### config.mk
export PLATFORM = sky130hd
export DESIGN_NAME = pov_display_top
export DESIGN_NICKNAME = d
export VERILOG_FILES = /design/src/rtl/pov_geom_pkg.sv /design/src/rtl/hub75_pkg.sv /design/src/rtl/rotation_tracker.sv /design/src/rtl/line_renderer.sv /design/src/rtl/hub75_output.sv /design/src/rtl/pov_display_top.sv
export SDC_FILE = /design/constraint.sdc
export NUM_CORES = 1
export LEC_CHECK = 0
export BUFFER_PORTS_ARGS = -buffer_cell sky130_fd_sc_hd__buf_2
export CAP_MARGIN = 20
export CORE_MARGIN = 3
export CORE_UTILIZATION = 45
export CTS_CLUSTER_DIAMETER = 50
export DETAILED_ROUTE_END_ITERATION = 7
export GPL_TIMING_DRIVEN = 0
export SLEW_MARGIN = 10
export SYNTH_ARGS = -nofsm -noshare
export SYNTH_HDL_FRONTEND = slang
export SYNTH_SLANG_ARGS = --single-unit
### constraint.sdc
create_clock -name sysclk -period 3.1 [get_ports sysclk]
set_input_delay 0.155 -clock sysclk [delete_from_list [all_inputs] [get_ports sysclk]]
set_output_delay 0.155 -clock sysclk [all_outputs]
set_load 0.05 [all_outputs]
### src/rtl/pov_geom_pkg.sv
package pov_geom_pkg;

    // angle resolution, 256 steps per turn
    localparam int THETA_BITS = 8;

    // top bits of theta pick one of 8 sectors
    localparam int SECTOR_BITS = 3;

    // one angle word
    typedef logic [THETA_BITS-1:0] theta_t;

    // built-in test patterns
    typedef enum logic {
        MODE_SECTOR = 1'b0, // colour wheel, one colour per sector
        MODE_RING   = 1'b1  // white diagonal across the panel
    } pattern_mode_e;

    // one on/off bit per colour, no pwm depth
    typedef struct packed {
        logic r; // colour value bit 2
        logic g; // bit 1
        logic b; // bit 0
    } pixel_t;

    localparam pixel_t PIX_BLACK = '{r: 1'b0, g: 1'b0, b: 1'b0};
    localparam pixel_t PIX_WHITE = '{r: 1'b1, g: 1'b1, b: 1'b1};

endpackage

### src/rtl/hub75_pkg.sv
package hub75_pkg;

    // 16x16 panel, two rows driven per scan address
    localparam int PANEL_COLS = 16;
    localparam int SCAN_ADDRS = 8;
    localparam int ADDR_BITS  = 3;
    localparam int COL_BITS   = $clog2(PANEL_COLS);

    // depth of the line buffer, also the renderer's starting credits
    localparam int LINE_CREDITS = 2;
    localparam int CREDIT_BITS  = $clog2(LINE_CREDITS + 1);

    typedef logic [ADDR_BITS-1:0] scan_addr_t;

    // one rendered line pair, 99 bits
    typedef struct packed {
        scan_addr_t                               addr;  // row address on the panel
        pov_geom_pkg::pixel_t [PANEL_COLS-1:0]    upper; // row addr, index is column
        pov_geom_pkg::pixel_t [PANEL_COLS-1:0]    lower; // row addr + SCAN_ADDRS
    } line_pair_t;

    // panel connector, 12 bits
    typedef struct packed {
        scan_addr_t           addr;
        pov_geom_pkg::pixel_t rgb0;  // upper half data
        pov_geom_pkg::pixel_t rgb1;  // lower half data
        logic                 latch;
        logic                 oe_n;  // low = leds on
        logic                 clk;   // shift clock, data taken on rise
    } hub75_pins_t;

endpackage

### src/rtl/rotation_tracker.sv
module rotation_tracker #(
    parameter int STALL_CYCLES = 65536
) (
    input  wire                   sysclk,
    input  wire                   rst,
    input  wire                   ir_tripped,
    output pov_geom_pkg::theta_t  theta,
    output logic                  locked,
    output logic                  ir_seen
);
    import pov_geom_pkg::*;

    // counter must get past STALL_CYCLES without wrapping
    localparam int CNT_BITS = $clog2(STALL_CYCLES + 2);
    localparam int ACC_BITS = CNT_BITS + 1;
    localparam logic [CNT_BITS-1:0] CNT_MAX   = CNT_BITS'(STALL_CYCLES + 1);
    localparam logic [CNT_BITS-1:0] CNT_STALL = CNT_BITS'(STALL_CYCLES);
    localparam logic [ACC_BITS-1:0] ACC_STEP  = ACC_BITS'(1 << THETA_BITS);

    logic                ir_meta;   // first sync stage
    logic                ir_sync;   // second sync stage
    logic                ir_dly;    // edge register
    logic                rise;
    logic [CNT_BITS-1:0] cnt;       // cycles since last edge, saturates
    logic [CNT_BITS-1:0] period;    // last measured revolution
    logic [ACC_BITS-1:0] acc;       // phase accumulator
    logic [ACC_BITS-1:0] acc_sum;
    logic                seen_edge; // one edge since reset or stall
    logic                stalled;

    assign rise    = ir_sync & ~ir_dly;
    assign acc_sum = acc + ACC_STEP;
    assign stalled = (cnt > CNT_STALL); // gate quiet for too long

    always_ff @(posedge sysclk) begin
        if (rst) begin
            ir_meta <= 1'b0;
            ir_sync <= 1'b0;
            ir_dly  <= 1'b0;
        end else begin
            ir_meta <= ir_tripped;
            ir_sync <= ir_meta;
            ir_dly  <= ir_sync;
        end
    end

    // revolution period, only valid once seen_edge was set
    always_ff @(posedge sysclk) begin
        if (rise) begin
            period <= cnt + 1'b1;
        end
    end

    always_ff @(posedge sysclk) begin
        if (rst) begin
            cnt       <= '0;
            seen_edge <= 1'b0;
            locked    <= 1'b0;
            ir_seen   <= 1'b0;
        end else if (rise) begin
            cnt       <= '0; // restart measurement
            seen_edge <= 1'b1;
            locked    <= seen_edge; // second edge gives a full period
            ir_seen   <= ~ir_seen;
        end else begin
            if (cnt != CNT_MAX) begin
                cnt <= cnt + 1'b1;
            end
            if (stalled) begin
                locked    <= 1'b0;
                seen_edge <= 1'b0; // next edge starts over
            end
        end
    end

    // spread 256 theta steps over one period
    always_ff @(posedge sysclk) begin
        if (rst || rise) begin
            acc   <= '0;
            theta <= '0;
        end else if (!locked) begin
            acc <= '0;
        end else if (acc_sum >= {1'b0, period}) begin
            acc <= acc_sum - {1'b0, period};
            if (theta != '1) begin
                theta <= theta + 1'b1; // hold at 255 if revolution runs long
            end
        end else begin
            acc <= acc_sum;
        end
    end

endmodule

### src/rtl/line_renderer.sv
module line_renderer (
    input  wire                          sysclk,
    input  wire                          rst,
    input  pov_geom_pkg::theta_t         theta,
    input  wire                          locked,
    input  pov_geom_pkg::pattern_mode_e  mode,
    input  wire                          credit_return,
    output logic                         line_push,
    output hub75_pkg::line_pair_t        line_data
);
    import pov_geom_pkg::*;
    import hub75_pkg::*;

    localparam scan_addr_t LAST_ADDR = ADDR_BITS'(SCAN_ADDRS - 1);

    logic [CREDIT_BITS-1:0]  credits;     // free slots in the output buffer
    logic                    take;        // spend a credit this cycle
    scan_addr_t              scan_addr;   // address of the next line
    logic [SECTOR_BITS-1:0]  sector_base;
    line_pair_t              next_line;

    assign take        = (credits != '0);
    assign sector_base = theta[THETA_BITS-1 -: SECTOR_BITS];

    // pixel rules for the line at scan_addr
    always_comb begin
        next_line.addr = scan_addr;
        for (int c = 0; c < PANEL_COLS; c++) begin
            if (!locked) begin
                next_line.upper[c] = PIX_BLACK; // no valid angle yet
                next_line.lower[c] = PIX_BLACK;
            end else if (mode == MODE_SECTOR) begin
                // colour rotates with the column, both halves alike
                next_line.upper[c] = pixel_t'(sector_base + SECTOR_BITS'(c));
                next_line.lower[c] = pixel_t'(sector_base + SECTOR_BITS'(c));
            end else begin
                // diagonal, row = addr + 8 * half
                next_line.upper[c] = (COL_BITS'(c) == {1'b0, scan_addr}) ?
                                     PIX_WHITE : PIX_BLACK;
                next_line.lower[c] = (COL_BITS'(c) == {1'b1, scan_addr}) ?
                                     PIX_WHITE : PIX_BLACK;
            end
        end
    end

    always_ff @(posedge sysclk) begin
        if (rst) begin
            credits   <= CREDIT_BITS'(LINE_CREDITS); // buffer starts empty
            line_push <= 1'b0;
            scan_addr <= '0;
        end else begin
            line_push <= take;
            case ({take, credit_return})
                2'b10:   credits <= credits - 1'b1;
                2'b01:   credits <= credits + 1'b1;
                default: credits <= credits; // both or neither
            endcase
            if (take) begin
                scan_addr <= (scan_addr == LAST_ADDR) ? '0 : scan_addr + 1'b1;
            end
        end
    end

    // line captured with the credit, shows up with line_push
    always_ff @(posedge sysclk) begin
        if (take) begin
            line_data <= next_line;
        end
    end

endmodule

### src/rtl/hub75_output.sv
module hub75_output #(
    parameter int DISPLAY_CYCLES = 16
) (
    input  wire                    sysclk,
    input  wire                    rst,
    input  wire                    line_push,
    input  hub75_pkg::line_pair_t  line_data,
    output logic                   credit_return,
    output hub75_pkg::hub75_pins_t hub75
);
    import pov_geom_pkg::*;
    import hub75_pkg::*;

    localparam int PTR_BITS  = (LINE_CREDITS > 1) ? $clog2(LINE_CREDITS) : 1;
    localparam int DISP_BITS = $clog2(DISPLAY_CYCLES + 1);
    localparam logic [PTR_BITS-1:0]  LAST_PTR  = PTR_BITS'(LINE_CREDITS - 1);
    localparam logic [COL_BITS-1:0]  LAST_COL  = COL_BITS'(PANEL_COLS - 1);
    localparam logic [DISP_BITS-1:0] DISP_LAST = DISP_BITS'(DISPLAY_CYCLES - 1);
    localparam hub75_pins_t PINS_RESET = '{
        addr: '0, rgb0: PIX_BLACK, rgb1: PIX_BLACK, latch: 1'b0, oe_n: 1'b1, clk: 1'b0
    };

    typedef enum logic [2:0] {
        ST_IDLE,
        ST_SHIFT,   // two cycles per column
        ST_BLANK,
        ST_LATCH,
        ST_DISPLAY
    } seq_state_e;

    line_pair_t             fifo_mem [LINE_CREDITS];
    logic [PTR_BITS-1:0]    wr_ptr;
    logic [PTR_BITS-1:0]    rd_ptr;
    logic [CREDIT_BITS-1:0] fifo_count; // entries held
    logic                   pop;

    seq_state_e             state, state_next;
    logic [COL_BITS-1:0]    col, col_next;
    logic                   phase, phase_next;  // 0 = clk low half, 1 = high
    logic [DISP_BITS-1:0]   disp_cnt, disp_next;
    line_pair_t             cur_line, line_next;
    hub75_pins_t            pins_d;

    assign pop           = (state == ST_IDLE) && (fifo_count != '0);
    assign credit_return = pop; // slot is free as soon as it is read
    assign line_next     = pop ? fifo_mem[rd_ptr] : cur_line;

    always_ff @(posedge sysclk) begin
        if (line_push) begin
            fifo_mem[wr_ptr] <= line_data;
        end
        if (pop) begin
            cur_line <= fifo_mem[rd_ptr];
        end
    end

    always_ff @(posedge sysclk) begin
        if (rst) begin
            wr_ptr     <= '0;
            rd_ptr     <= '0;
            fifo_count <= '0;
        end else begin
            if (line_push) begin
                wr_ptr <= (wr_ptr == LAST_PTR) ? '0 : wr_ptr + 1'b1;
            end
            if (pop) begin
                rd_ptr <= (rd_ptr == LAST_PTR) ? '0 : rd_ptr + 1'b1;
            end
            case ({line_push, pop})
                2'b10:   fifo_count <= fifo_count + 1'b1;
                2'b01:   fifo_count <= fifo_count - 1'b1;
                default: fifo_count <= fifo_count;
            endcase
        end
    end

    // sequencer next state
    always_comb begin
        state_next = state;
        col_next   = col;
        phase_next = phase;
        disp_next  = disp_cnt;
        case (state)
            ST_IDLE: begin
                if (pop) begin
                    state_next = ST_SHIFT;
                    col_next   = '0;
                    phase_next = 1'b0;
                end
            end
            ST_SHIFT: begin
                if (!phase) begin
                    phase_next = 1'b1; // rising clk, data already stable
                end else begin
                    phase_next = 1'b0;
                    if (col == LAST_COL) begin
                        state_next = ST_BLANK;
                    end else begin
                        col_next = col + 1'b1;
                    end
                end
            end
            ST_BLANK: state_next = ST_LATCH;
            ST_LATCH: begin
                state_next = ST_DISPLAY;
                disp_next  = '0;
            end
            ST_DISPLAY: begin
                if (disp_cnt == DISP_LAST) begin
                    state_next = ST_IDLE;
                end else begin
                    disp_next = disp_cnt + 1'b1;
                end
            end
            default: state_next = ST_IDLE;
        endcase
    end

    // pins decoded from next state so they leave a flop
    always_comb begin
        pins_d.clk   = (state_next == ST_SHIFT) && phase_next;
        pins_d.rgb0  = (state_next == ST_SHIFT) ? line_next.upper[col_next] : PIX_BLACK;
        pins_d.rgb1  = (state_next == ST_SHIFT) ? line_next.lower[col_next] : PIX_BLACK;
        pins_d.latch = (state_next == ST_LATCH);
        pins_d.oe_n  = (state_next != ST_DISPLAY); // dark except while displaying
        pins_d.addr  = (state_next == ST_LATCH) ? line_next.addr : hub75.addr;
    end

    always_ff @(posedge sysclk) begin
        if (rst) begin
            state    <= ST_IDLE;
            col      <= '0;
            phase    <= 1'b0;
            disp_cnt <= '0;
            hub75    <= PINS_RESET;
        end else begin
            state    <= state_next;
            col      <= col_next;
            phase    <= phase_next;
            disp_cnt <= disp_next;
            hub75    <= pins_d;
        end
    end

endmodule

### src/rtl/pov_display_top.sv
module pov_display_top #(
    parameter int STALL_CYCLES   = 65536, // quiet cycles before lock drops
    parameter int DISPLAY_CYCLES = 16     // on-time per line
) (
    input  wire                          sysclk,
    input  wire                          rst,
    input  wire                          ir_tripped, // gate, once per turn
    input  pov_geom_pkg::pattern_mode_e  mode,
    output logic [1:0]                   led,
    output hub75_pkg::hub75_pins_t       hub75
);
    import pov_geom_pkg::*;
    import hub75_pkg::*;

    theta_t     theta;
    logic       locked;
    logic       ir_seen;
    logic       line_push;
    line_pair_t line_data;
    logic       credit_return;

    rotation_tracker #(
        .STALL_CYCLES(STALL_CYCLES)
    ) i_rotation_tracker (
        .sysclk    (sysclk),
        .rst       (rst),
        .ir_tripped(ir_tripped),
        .theta     (theta),
        .locked    (locked),
        .ir_seen   (ir_seen)
    );

    line_renderer i_line_renderer (
        .sysclk       (sysclk),
        .rst          (rst),
        .theta        (theta),
        .locked       (locked),
        .mode         (mode),
        .credit_return(credit_return),
        .line_push    (line_push),
        .line_data    (line_data)
    );

    hub75_output #(
        .DISPLAY_CYCLES(DISPLAY_CYCLES)
    ) i_hub75_output (
        .sysclk       (sysclk),
        .rst          (rst),
        .line_push    (line_push),
        .line_data    (line_data),
        .credit_return(credit_return),
        .hub75        (hub75)
    );

    assign led = {ir_seen, locked}; // led1 blinks with the gate, led0 = locked

endmodule

**After elaboration in Yosys (flattened, before gate mapping)**

Memories as Yosys holds them, arrays and structs flattened. A register that Yosys moved wholly into a read port is not among the register bits.
Index checks and enable logic that the tools add are counted.

- $add $sub $neg: 20
- $lt $le $gt $ge: 3
- Equal/unequal tests: 24
- Mux-type cells: 48
- Bitwise logic cells: 5
- Reductions and logical operators: 17

Operators by type and width:

| cell | count |
|---|---|
| $mux W99 | 1 |
| $mux W3 | 23 |
| $bmux W3 S4 | 2 |
| $add A18 B9 Y18 const B | 1 |
| $ge A18 B17 Y1 | 1 |
| $mux W18 | 1 |
| $sub A18 B17 Y18 | 1 |
| $add A17 B1 Y17 const B | 1 |
| $gt A17 B17 Y1 const B | 1 |
| $ne A17 B17 Y1 const B | 1 |
| $pmux W3 S5 | 1 |
| $add A3 B3 Y3 const B | 4 |
| $eq A3 B3 Y1 const A | 4 |
| $mux W4 | 3 |
| $reduce_bool A2 Y1 | 6 |
| $mux W1 | 11 |
| $pmux W5 S2 | 1 |
| $eq A3 B2 Y1 const B | 3 |
| $add A8 B1 Y8 const B | 1 |
| $ne A8 B8 Y1 const B | 1 |
| $pmux W2 S2 | 2 |
| $pmux W4 S2 | 1 |
| $reduce_or A2 Y1 | 4 |
| $add A3 B1 Y3 const B | 2 |
| other kinds (26) | 40 |

- Register bits: 251
- Bits in writable memories: 198
- Input bits: 4
- Output and inout bits: 14
- Logic and storage cells: 294
- Memories: 1

Memories:

| memory | words | bits a word | read ports | clocked after Yosys merged registers in | write ports | line | RTL |
|---|---|---|---|---|---|---|---|
| i_hub75_output.fifo_mem | 2 | 99 | 1 | 1 | 1 | hub75_output.sv:31 | `line_pair_t fifo_mem [LINE_CREDITS];` |

**Depth between registers and ports, before layout**

Gate-level depths: netlist (run 1).

- Word-level depth: 7
- Gate-level depth with buffers: 13
- Depth with buffers taken out: 11

**Hierarchy**

Synthesis (run 1) repeated with hierarchy kept, for this count alone.

- Cells, all modules: 1523
- Area, all modules: 18990.7 sq um

Modules (own cells, without submodules):

| module | times used | cells an instance | area an instance (sq um) | sequential area each (sq um) |
|---|---|---|---|---|
| hub75_output | 1 | 906 | 12836.1 | 8528.2 |
| rotation_tracker | 1 | 403 | 3758.6 | 1491.4 |
| line_renderer | 1 | 212 | 2381.0 | 1351.3 |
| pov_display_top | 1 | 2 | 15.0 | 0.0 |

**Worst setup path after synthesis (run 1)**

No wires, ideal clock.

- Kind: reg2reg
- Start point: reg i_rotation_tracker.acc[0]
- End point: reg i_rotation_tracker.acc[0]
- Library setup time: 0.086 ns
- Arrival: 2.515 ns
- Required time: 3.014 ns
- Slack: 0.499 ns
- Stages on the path, launching flop included: 13
- Buffers on the path: 2
- Clock period less this slack: 2.601 ns
- Cells stage by stage: dfxtp_1 -> inv_1 -> ha_1 -> inv_1 -> fa_1 -> a211oi_2 -> o21ai_0 -> a31oi_1 -> a21oi_1 -> or2_1 -> buf_2 -> buf_2 -> a211oi_1

- Longest elaborated chain between the ends: 3
- Elaborated cells on any way between the ends: 4
- Those cells by class: add/sub: 2; order compare: 1; mux: 1

Ends and longest elaborated chain:

| what | line | RTL |
|---|---|---|
| from (decl) | rotation_tracker.sv:26 | `logic [ACC_BITS-1:0] acc;` |
| from (signal assigned) | rotation_tracker.sv:84 | `acc <= acc_sum - {1'b0, period};` |
| from (signal assigned) | rotation_tracker.sv:89 | `acc <= acc_sum;` |
| $add A18 B9 Y18 * | rotation_tracker.sv:32 | `assign acc_sum = acc + ACC_STEP;` |
| $sub A18 B17 Y18 or $ge A18 B17 Y1 (tied branches) | rotation_tracker.sv:84, rotation_tracker.sv:83 |  |
| $mux W18 * | rotation_tracker.sv:83 | `end else if (acc_sum >= {1'b0, period}) begin` |

Every way passes the cells marked *; elsewhere a longest branch is shown, timed or not.
A chain may end at the register's enable or synchronous reset.

**Worst setup path after layout (run 1)**

- Start point: reg i_rotation_tracker.acc[10]
- End point: reg i_rotation_tracker.acc[0]

- Longest elaborated chain between the ends: 3

Ends and longest elaborated chain:

| what | line |
|---|---|
| $add A18 B9 Y18 | rotation_tracker.sv:32 |
| $ge A18 B17 Y1 | rotation_tracker.sv:83 |
| $mux W18 | rotation_tracker.sv:83 |

No other way between the ends.

==> flow_summary.yaml, run 1 <==
pwr:
  power.leakage_nw: 6.055
  p_per_area_nw_per_um2: 943.4
  finalPower_mw: 14.51
  switching_share_pct: 30.82
  p_int_mw: 10.04
  pwr-share-comb_pct: 29.0
  pwr-share-clk_pct: 27.5
  max-vdd-ir-drop_mv: 0.4056
  power_frac_seq_pct: 43.5
  power.net_switching_mw: 4.471
grt:
  antenna_found_initial: 1
  grt_pass1_wl_mm: 46.09
  grt.overflow.total: 0
  grt_pass1_vias: 8658
  grt_max_degree: 42
  track_usage_pct: 17.42
worst_hold_path:
  hold_path_class: "in -> reg"
  hold-path-endpoint: "i_line_renderer.line_data[95]$_SDFFCE_PP0N_"
  min_path_cells: 3
  min_from: "mode"
clock_network:
  path_clk_slew_ns: 0.05
  cts.sinks: 324
  clock_path_buffers: 3
  clkLatencyLatePin_ns: 0.51
  cts_root_buf: "clkbuf_16"
  cts_tree: "built"
  ctsHtreeMaxLevel: 2
  cts_buffers: 37
synth:
  synthAdderAreaFrac_pct: 3.472
  ys_types: 71
  synthFlopType: "dfxtp_1"
  yosys_warnings: 0
  syn-num-nets: 1202
  synth_xor_area_share_pct: 3.167
  async_flop_share_pct: 0
  muxShareOfSynthArea_pct: 6.020
  synth_compound_area_share_pct: 13.99
  ys_seq_area_share_pct: 58.20
  avgSynthCellArea_sq_um: 11.67
  synth-simple-area-share_pct: 11.87
  synth.ff_latch_count: 324
  netlist_area_sq_um: 13550
  synth_cells: 1161
  synth_top_family_by_area: "compound AO/OA/AOI/OAI gates"
  synth_edf_count: 140
cells_and_area:
  drive_above_1_share_pct: 12.73
  final_area_sq_um: 15380
  diodes: 0
  final_cell_count_no_fill: 1633
  fill_cells: 2598
  syn_to_final_growth_pct: 13.48
  fin_nets: 1265
sta:
  hold_violations: 0
  fmax_ghz: 0.3459
  slew_viol_final: 0
  tns_ns: 0
  tightest_slew_ns: 0.8840
  fin_skew_ns: 0.01315
  post-route-period-util_pct: 93.25
  finalSetupViolations: 0
  slew_headroom_pct: 40.24
  min_period_ns: 2.891
outcome:
  status: "complete, no violations"
critical_path:
  r2r_start: "i_rotation_tracker.acc[10]$_SDFF_PP0_"
  r2r_setup_slack_ns: 0.21
  cp_max_fo: 10
  rr_worst_depth: 11
  critPathTopFamily: "simple AND/OR/NAND/NOR gates"
  path_cells: "and4_2 -> nand2_1 -> xnor2_1 -> ha_2 -> a21o_1 -> a21oi_1 -> nand2_2 -> or2_1 -> buf_2 -> clkbuf_4 -> a211oi_1"
  start_kind: "register"
  critPathArrivalTime_ns: 3.31
  cp_slowest_stage_delay_ns: 0.39
  r2r-end: "i_rotation_tracker.acc[0]$_SDFFE_PP0N_"
  crit_type: "reg -> reg"
  cp_slowest_cell: "dfxtp_1"
  cp_data_required_time_ns: 3.52
  end_kind: "register"
  crit_buf_inv: 2
placement:
  placedCellCount: 1565
  placed_cell_area_sq_um: 14190
  hpwl_mm: 20.24
  portBuffers: 17
  gp_congestion: 0.8620
floorplanning:
  die_y_um: 179.5
  core_sq_um: 29170
  die_area_sq_um: 32230
  die_w_um: 179.5
  num_rows: 62
  initial_core_util_pct: 46.46
  io_pins: 18
routing:
  drc: 0
  ant_nets: 0
  firstDrtPassIters: 5
  routed_wl_mm: 28.07
  post_drt_wl_per_cell_um: 17.19
  drt_iter0_drc: 495
  vias: 8621
  vias_per_cell: 5.279
run:
  drv_cap: 0
-- metal layers --
metal	global-route usage, %	part of all wire [%]	up-vias
li1	-	-	4344
met1	23.06	46	4083
met2	29.19	48	134
met3	3.173	3.6	58
met4	5.538	2.6	2
met5	0	0.025	-
-- state kept, by name, indices dropped and copies added, names as in the netlist, 2 cells and up, named ones only --
signal,count
i_line_renderer.scan_addr,3
i_hub75_output.state,3
i_hub75_output.cur_line,99
i_rotation_tracker.period,17
i_hub75_output.hub75,12
i_hub75_output.fifo_count,2
i_line_renderer.line_data,41
i_line_renderer.credits,2
i_rotation_tracker.theta,8
i_hub75_output.col,4
i_rotation_tracker.acc,18
i_hub75_output.disp_cnt,5
i_rotation_tracker.cnt,17
i_hub75_output.fifo_mem,82
-- area by class of cell --
cell class                 count  area, sq um  share of cell area (%)
buffer                        56        306.5                   1.993
clock buffer                  50        994.7                   6.468
clock inverter                14        112.6                  0.7322
inverter                      37        138.9                  0.9031
multi-input combinational    743         5268                   34.25
sequential                   324         7888                   51.29
tap                          384        480.5                   3.124
timing repair buffer          25        190.2                   1.237
-- layout by cell type, fill, tap and decap left out, types with 8 or more instances in the layout --
master,Yosys,final
nand2b_1,12,12
nor3_1,15,15
nand4_1,8,8
inv_1,36,35
o21a_1,88,88
a211oi_1,19,19
a21oi_1,61,60
edfxtp_1,140,140
buf_2,22,37
buf_4,9,12
o21ai_0,16,15
a21o_1,24,24
xnor2_1,34,34
xor2_1,15,15
nor2b_1,28,27
ha_1,36,33
and3_1,20,20
clkbuf_1,20,30
nor2_1,66,64
mux2i_1,59,59
clkbuf_16,0,37
and2_1,17,16
nand2_1,70,69
nand3_1,46,46
dfxtp_1,184,184
-- power by group through the flow --
stage,Sequential [mW],Clock [mW],Combinational [mW]
final,6.32,3.99,4.21
after global routing,6.43,4.25,4.68
after CTS,6.32,4.10,4.24
after detailed placement,6.40,0,4.23
after global placement,6.38,0,4.11
after floorplan,6.40,0,3.08
-- worst register-to-register path: cells and delay by family, from the launching register on --
kind,cells,cell delay (ns)
xor+xnor,1,0.23
fa+ha+maj,1,0.37
compound gates,3,0.61
flops,1,0.39
buf+inv,2,0.43
simple gates,4,0.77
-- metrics by stage --
| stage | worst slack [ns] | hold WS [ns] | utilization (%) |
|---|---|---|---|
| final | 0.2092 | 0.1907 | 52.72 |
| after global routing | -0.01430 | 0.1916 | 52.72 |
| after CTS | 0.06455 | 0.1621 | 52.59 |
| after detailed placement | -0.2648 | 0.3833 | 48.65 |
| after global placement | -0.4642 | 0.3737 | 48.40 |
| after floorplan | 0.4988 | 0.2341 | - |
-- cell usage after synthesis (all sizes together), types with 6 or more instances --
| cell type | count | area (sq um) |
|---|---|---|
| nand3 | 46 | 230.2 |
| o21a | 88 | 660.6 |
| xnor2 | 34 | 297.8 |
| a21oi | 63 | 330.3 |
| inv | 37 | 138.9 |
| a21o | 24 | 180.2 |
| clkbuf | 20 | 75.07 |
| nand2b | 12 | 75.07 |
| mux2i | 59 | 590.6 |
| edfxtp | 140 | 4204 |
| a211oi | 20 | 155.1 |
| dfxtp | 184 | 3684 |
| or2 | 9 | 56.30 |
| nor2b | 28 | 175.2 |
| xor2 | 15 | 131.4 |
| a22oi | 6 | 63.81 |
| o21ai | 20 | 100.1 |
| or3 | 6 | 37.54 |
| buf | 37 | 230.2 |
| ha | 36 | 450.4 |
| nor3 | 16 | 91.34 |
| and3 | 20 | 125.1 |
| nand2 | 70 | 262.8 |
| mux4 | 6 | 135.1 |
| mux2 | 8 | 90.09 |
| and2 | 20 | 125.1 |
| nor2 | 66 | 247.7 |
| nand4 | 8 | 50.05 |
-- kinds of logic after synthesis --
family,after synthesis
adders and majority gates,37
DFF,324
xor gates and xnor gates,49
buffers and inverters,94
AOI/OAI and AO/OA,267
muxes,73
and+or+nand+nor,317
-- worst max path at each step --
stage | start | to | cells past startpoint
2_1_floorplan | i_rotation_tracker.acc[0]$_SDFFE_PP0N_ | i_rotation_tracker.acc[0]$_SDFFE_PP0N_ | 12
6_report | i_rotation_tracker.acc[10]$_SDFF_PP0_ | i_rotation_tracker.acc[0]$_SDFFE_PP0N_ | 11
5_1_grt | i_rotation_tracker.acc[10]$_SDFF_PP0_ | i_rotation_tracker.acc[0]$_SDFFE_PP0N_ | 11
4_1_cts | i_rotation_tracker.acc[0]$_SDFFE_PP0N_ | i_rotation_tracker.acc[0]$_SDFFE_PP0N_ | 12
3_5_place_dp | i_rotation_tracker.acc[0]$_SDFFE_PP0N_ | i_rotation_tracker.acc[4]$_SDFFE_PP0N_ | 12
3_3_place_gp | i_line_renderer.line_push$_SDFF_PP0_ | i_hub75_output.fifo_mem[0][61]$_DFFE_PP_ | 2
-- what timing repair did --
item | CTS | global route
endpoints found under the setup margin | 19 | 21
hold buffers | 2 | 0
resized for setup | 3 | 11
hold endpoints to repair | 2 | 0
buffers inserted | 1 | 2
pin swaps | 0 | 1
Power figures use the tool's default switching activity.
==> run 2: changes to the inputs <==
==> constraint.sdc (replaced) <==
create_clock -name sysclk -period 3.5 [get_ports sysclk]
set_input_delay 1.05 -clock sysclk [delete_from_list [all_inputs] [get_ports sysclk]]
set_output_delay 1.05 -clock sysclk [all_outputs]
set_load 0.05 [all_outputs]
==> run 2 against run 1 <==
Global-route usage is essentially flat. Hold slack better by 0.25 ns. Clock power down 12%. Critical path depth is 1 higher. Largest cell class unchanged. First-iteration DRC count decreased by 0.40%. Die area did not move. Count of clock-buffer cells in the layout unchanged. Fmax down 7.1%.
==> flow_summary.yaml, run 2 (synthesized netlist as in run 1, its figures left out) <==
cells_and_area:
  drive_above_1_share_pct: 11.89
  largest-register: "i_hub75_output.cur_line"
  fill_cells: 2598
  mostFrequentLayoutCell: "dfxtp_1"
  syn_to_final_growth_pct: 12.94
  reg_top3: "i_hub75_output.cur_line (99), i_hub75_output.fifo_mem (82), i_line_renderer.line_data (41)"
  largest_reg_flops: 99
  diodes: 0
  most-common-layout-cells: "184 x dfxtp_1, 140 x edfxtp_1, 88 x o21a_1, 70 x nand2_1, 64 x nor2_1"
  final_area_sq_um: 15300
  fin_nets: 1261
routing:
  routed_wl_mm: 27.97
  drt_iter0_drc: 493
  ant_nets: 0
  firstDrtPassIters: 5
  vias_per_cell: 5.276
  vias: 8595
  post_drt_wl_per_cell_um: 17.17
  drc: 0
clock_network:
  clkLatencyLatePin_ns: 0.51
  ctsHtreeMaxLevel: 2
  cts_tree: "built"
  ctsHoldBuffers: 0
  cts_root_buf: "clkbuf_16"
  cts_buffers: 37
  path_clk_slew_ns: 0.05
  clock_path_buffers: 3
  cts.sinks: 324
  cts_setup_buffers: 0
sta:
  tightest_slew_ns: 0.8845
  min_period_ns: 3.112
  fmax_ghz: 0.3214
  finalSetupViolations: 0
  fin_skew_ns: 0.01366
  slew_viol_final: 0
  rsz0062_at_grt: "no"
  hold_violations: 0
  post-route-period-util_pct: 88.90
  slew_headroom_pct: 40.20
critical_path:
  r2r_setup_slack_ns: 0.39
  cp_data_required_time_ns: 3.92
  rr_worst_depth: 12
  start_kind: "register"
  r2r-end: "i_rotation_tracker.acc[0]$_SDFFE_PP0N_"
  crit_buf_inv: 4
  critPathTopFamily: "compound AO/OA/AOI/OAI gates"
  r2r_start: "i_rotation_tracker.acc[0]$_SDFFE_PP0N_"
  worst-path-stages: 12
  cp_slowest_stage_delay_ns: 0.44
  cp_slowest_cell: "fa_1"
  crit_type: "reg -> reg"
  critPathArrivalTime_ns: 3.53
  path_cells: "inv_1 -> ha_1 -> inv_1 -> fa_1 -> a211oi_2 -> o21ai_0 -> a31oi_1 -> a21oi_2 -> or2_1 -> buf_2 -> buf_2 -> a211oi_1"
  cp_max_fo: 10
  end_kind: "register"
grt:
  antenna_found_initial: 1
  track_usage_pct: 17.41
  grt_pass1_wl_mm: 46.04
  grt_pass1_vias: 8641
  grt.overflow.total: 0
  grt_max_degree: 42
floorplanning:
  die_w_um: 179.5
  die_area_sq_um: 32230
  initial_core_util_pct: 46.46
  num_rows: 62
  die_y_um: 179.5
  io_pins: 18
  core_sq_um: 29170
worst_hold_path:
  hold-path-endpoint: "i_hub75_output.fifo_mem[1][92]$_DFFE_PP_"
  hold_path_class: "reg -> reg"
  min_path_cells: 0
  min_from: "i_line_renderer.line_data[92]$_SDFFCE_PP0N_"
pwr:
  power.net_switching_mw: 3.955
  finalPower_mw: 12.84
  switching_share_pct: 30.79
  max-vdd-ir-drop_mv: 0.3583
  pwr-share-clk_pct: 27.5
  p_int_mw: 8.888
  pwr-share-comb_pct: 29.0
  power.leakage_nw: 6.036
  power_frac_seq_pct: 43.6
  p_per_area_nw_per_um2: 839.1
placement:
  portBuffers: 17
  gp_congestion: 0.8620
  placed_cell_area_sq_um: 14190
  hpwl_mm: 20.24
run:
  drv_cap: 0
outcome:
  status: "complete, no violations"
run 2: cell count changes in the layout (fill, tap and decap cells not counted), moves of 2 or more:
| cell | before | now |
|---|---|---|
| ha_2 | 3 | 0 |
| ha_1 | 33 | 36 |
| buf_2 | 37 | 39 |
| clkbuf_4 | 2 | 0 |
| buf_4 | 12 | 9 |
| o21ai_2 | 2 | 0 |
| dlygate4sd3_1 | 2 | 0 |
run 2: repair_timing:
item	4_1_cts	5_1_grt
gates resized for setup	0	2
setup endpoints to repair	0	10
endpoints found under the hold margin	0	0
run 2: worst max-delay path by stage:
stage	slack, ns	end	start
2_1_floorplan	0.90	i_rotation_tracker.acc[0]$_SDFFE_PP0N_	i_rotation_tracker.acc[0]$_SDFFE_PP0N_
3_3_place_gp	-0.06	i_hub75_output.fifo_mem[0][61]$_DFFE_PP_	i_line_renderer.line_push$_SDFF_PP0_
3_5_place_dp	0.14	i_rotation_tracker.acc[4]$_SDFFE_PP0N_	i_rotation_tracker.acc[0]$_SDFFE_PP0N_
4_1_cts	0.10	i_rotation_tracker.acc[4]$_SDFFE_PP0N_	i_rotation_tracker.acc[0]$_SDFFE_PP0N_
5_1_grt	0.13	i_rotation_tracker.acc[14]$_SDFF_PP0_	i_rotation_tracker.acc[8]$_SDFF_PP0_
6_report	0.39	i_rotation_tracker.acc[0]$_SDFFE_PP0N_	i_rotation_tracker.acc[0]$_SDFFE_PP0N_
run 2: cell type report:
class / instances / area [sq um] / area share [%]
sequential: 324 / 7888 / 51.54
multi-input combinational: 743 / 5238 / 34.22
clock inverter: 14 / 112.6 / 0.7358
clock buffer: 50 / 994.7 / 6.499
timing repair buffer: 20 / 147.6 / 0.9647
tap: 384 / 480.5 / 3.139
buffer: 57 / 305.3 / 1.995
inverter: 37 / 138.9 / 0.9075
run 2: stage by stage:
stage / TNS [ns] / util [%] / worst slack (ns) / std cells / hold WS (ns)
final: 0 / 52.47 / 0.3884 / 1629 / 0.4414
after global routing: 0 / 52.47 / 0.1293 / 1629 / 0.4543
after CTS: 0 / 52.45 / 0.1007 / 1629 / 0.4433
after detailed placement: 0 / 48.65 / 0.1352 / 1565 / 0.4304
after global placement: -2.526 / 48.40 / -0.06423 / 1562 / 0.4248
after floorplan: 0 / - / 0.8988 / 1161 / 0.4138
run 2: power groups by stage:
stage	clock network, mW	logic (mW)	registers [mW]
after detailed placement	0	3.74	5.67
final	3.53	3.72	5.59
after global placement	0	3.64	5.65
after CTS	3.63	3.76	5.60
after global routing	3.77	4.14	5.69
after floorplan	0	2.73	5.67
run 2: per-layer routing:
metal / global-route usage (%) / vias to the layer above / share of wire, %
li1: - / 4330 / -
met3: 3.173 / 59 / 3.8
met5: 0 / - / 0.025
met4: 5.538 / 2 / 2.6
met2: 29.16 / 134 / 48
met1: 23.05 / 4070 / 46
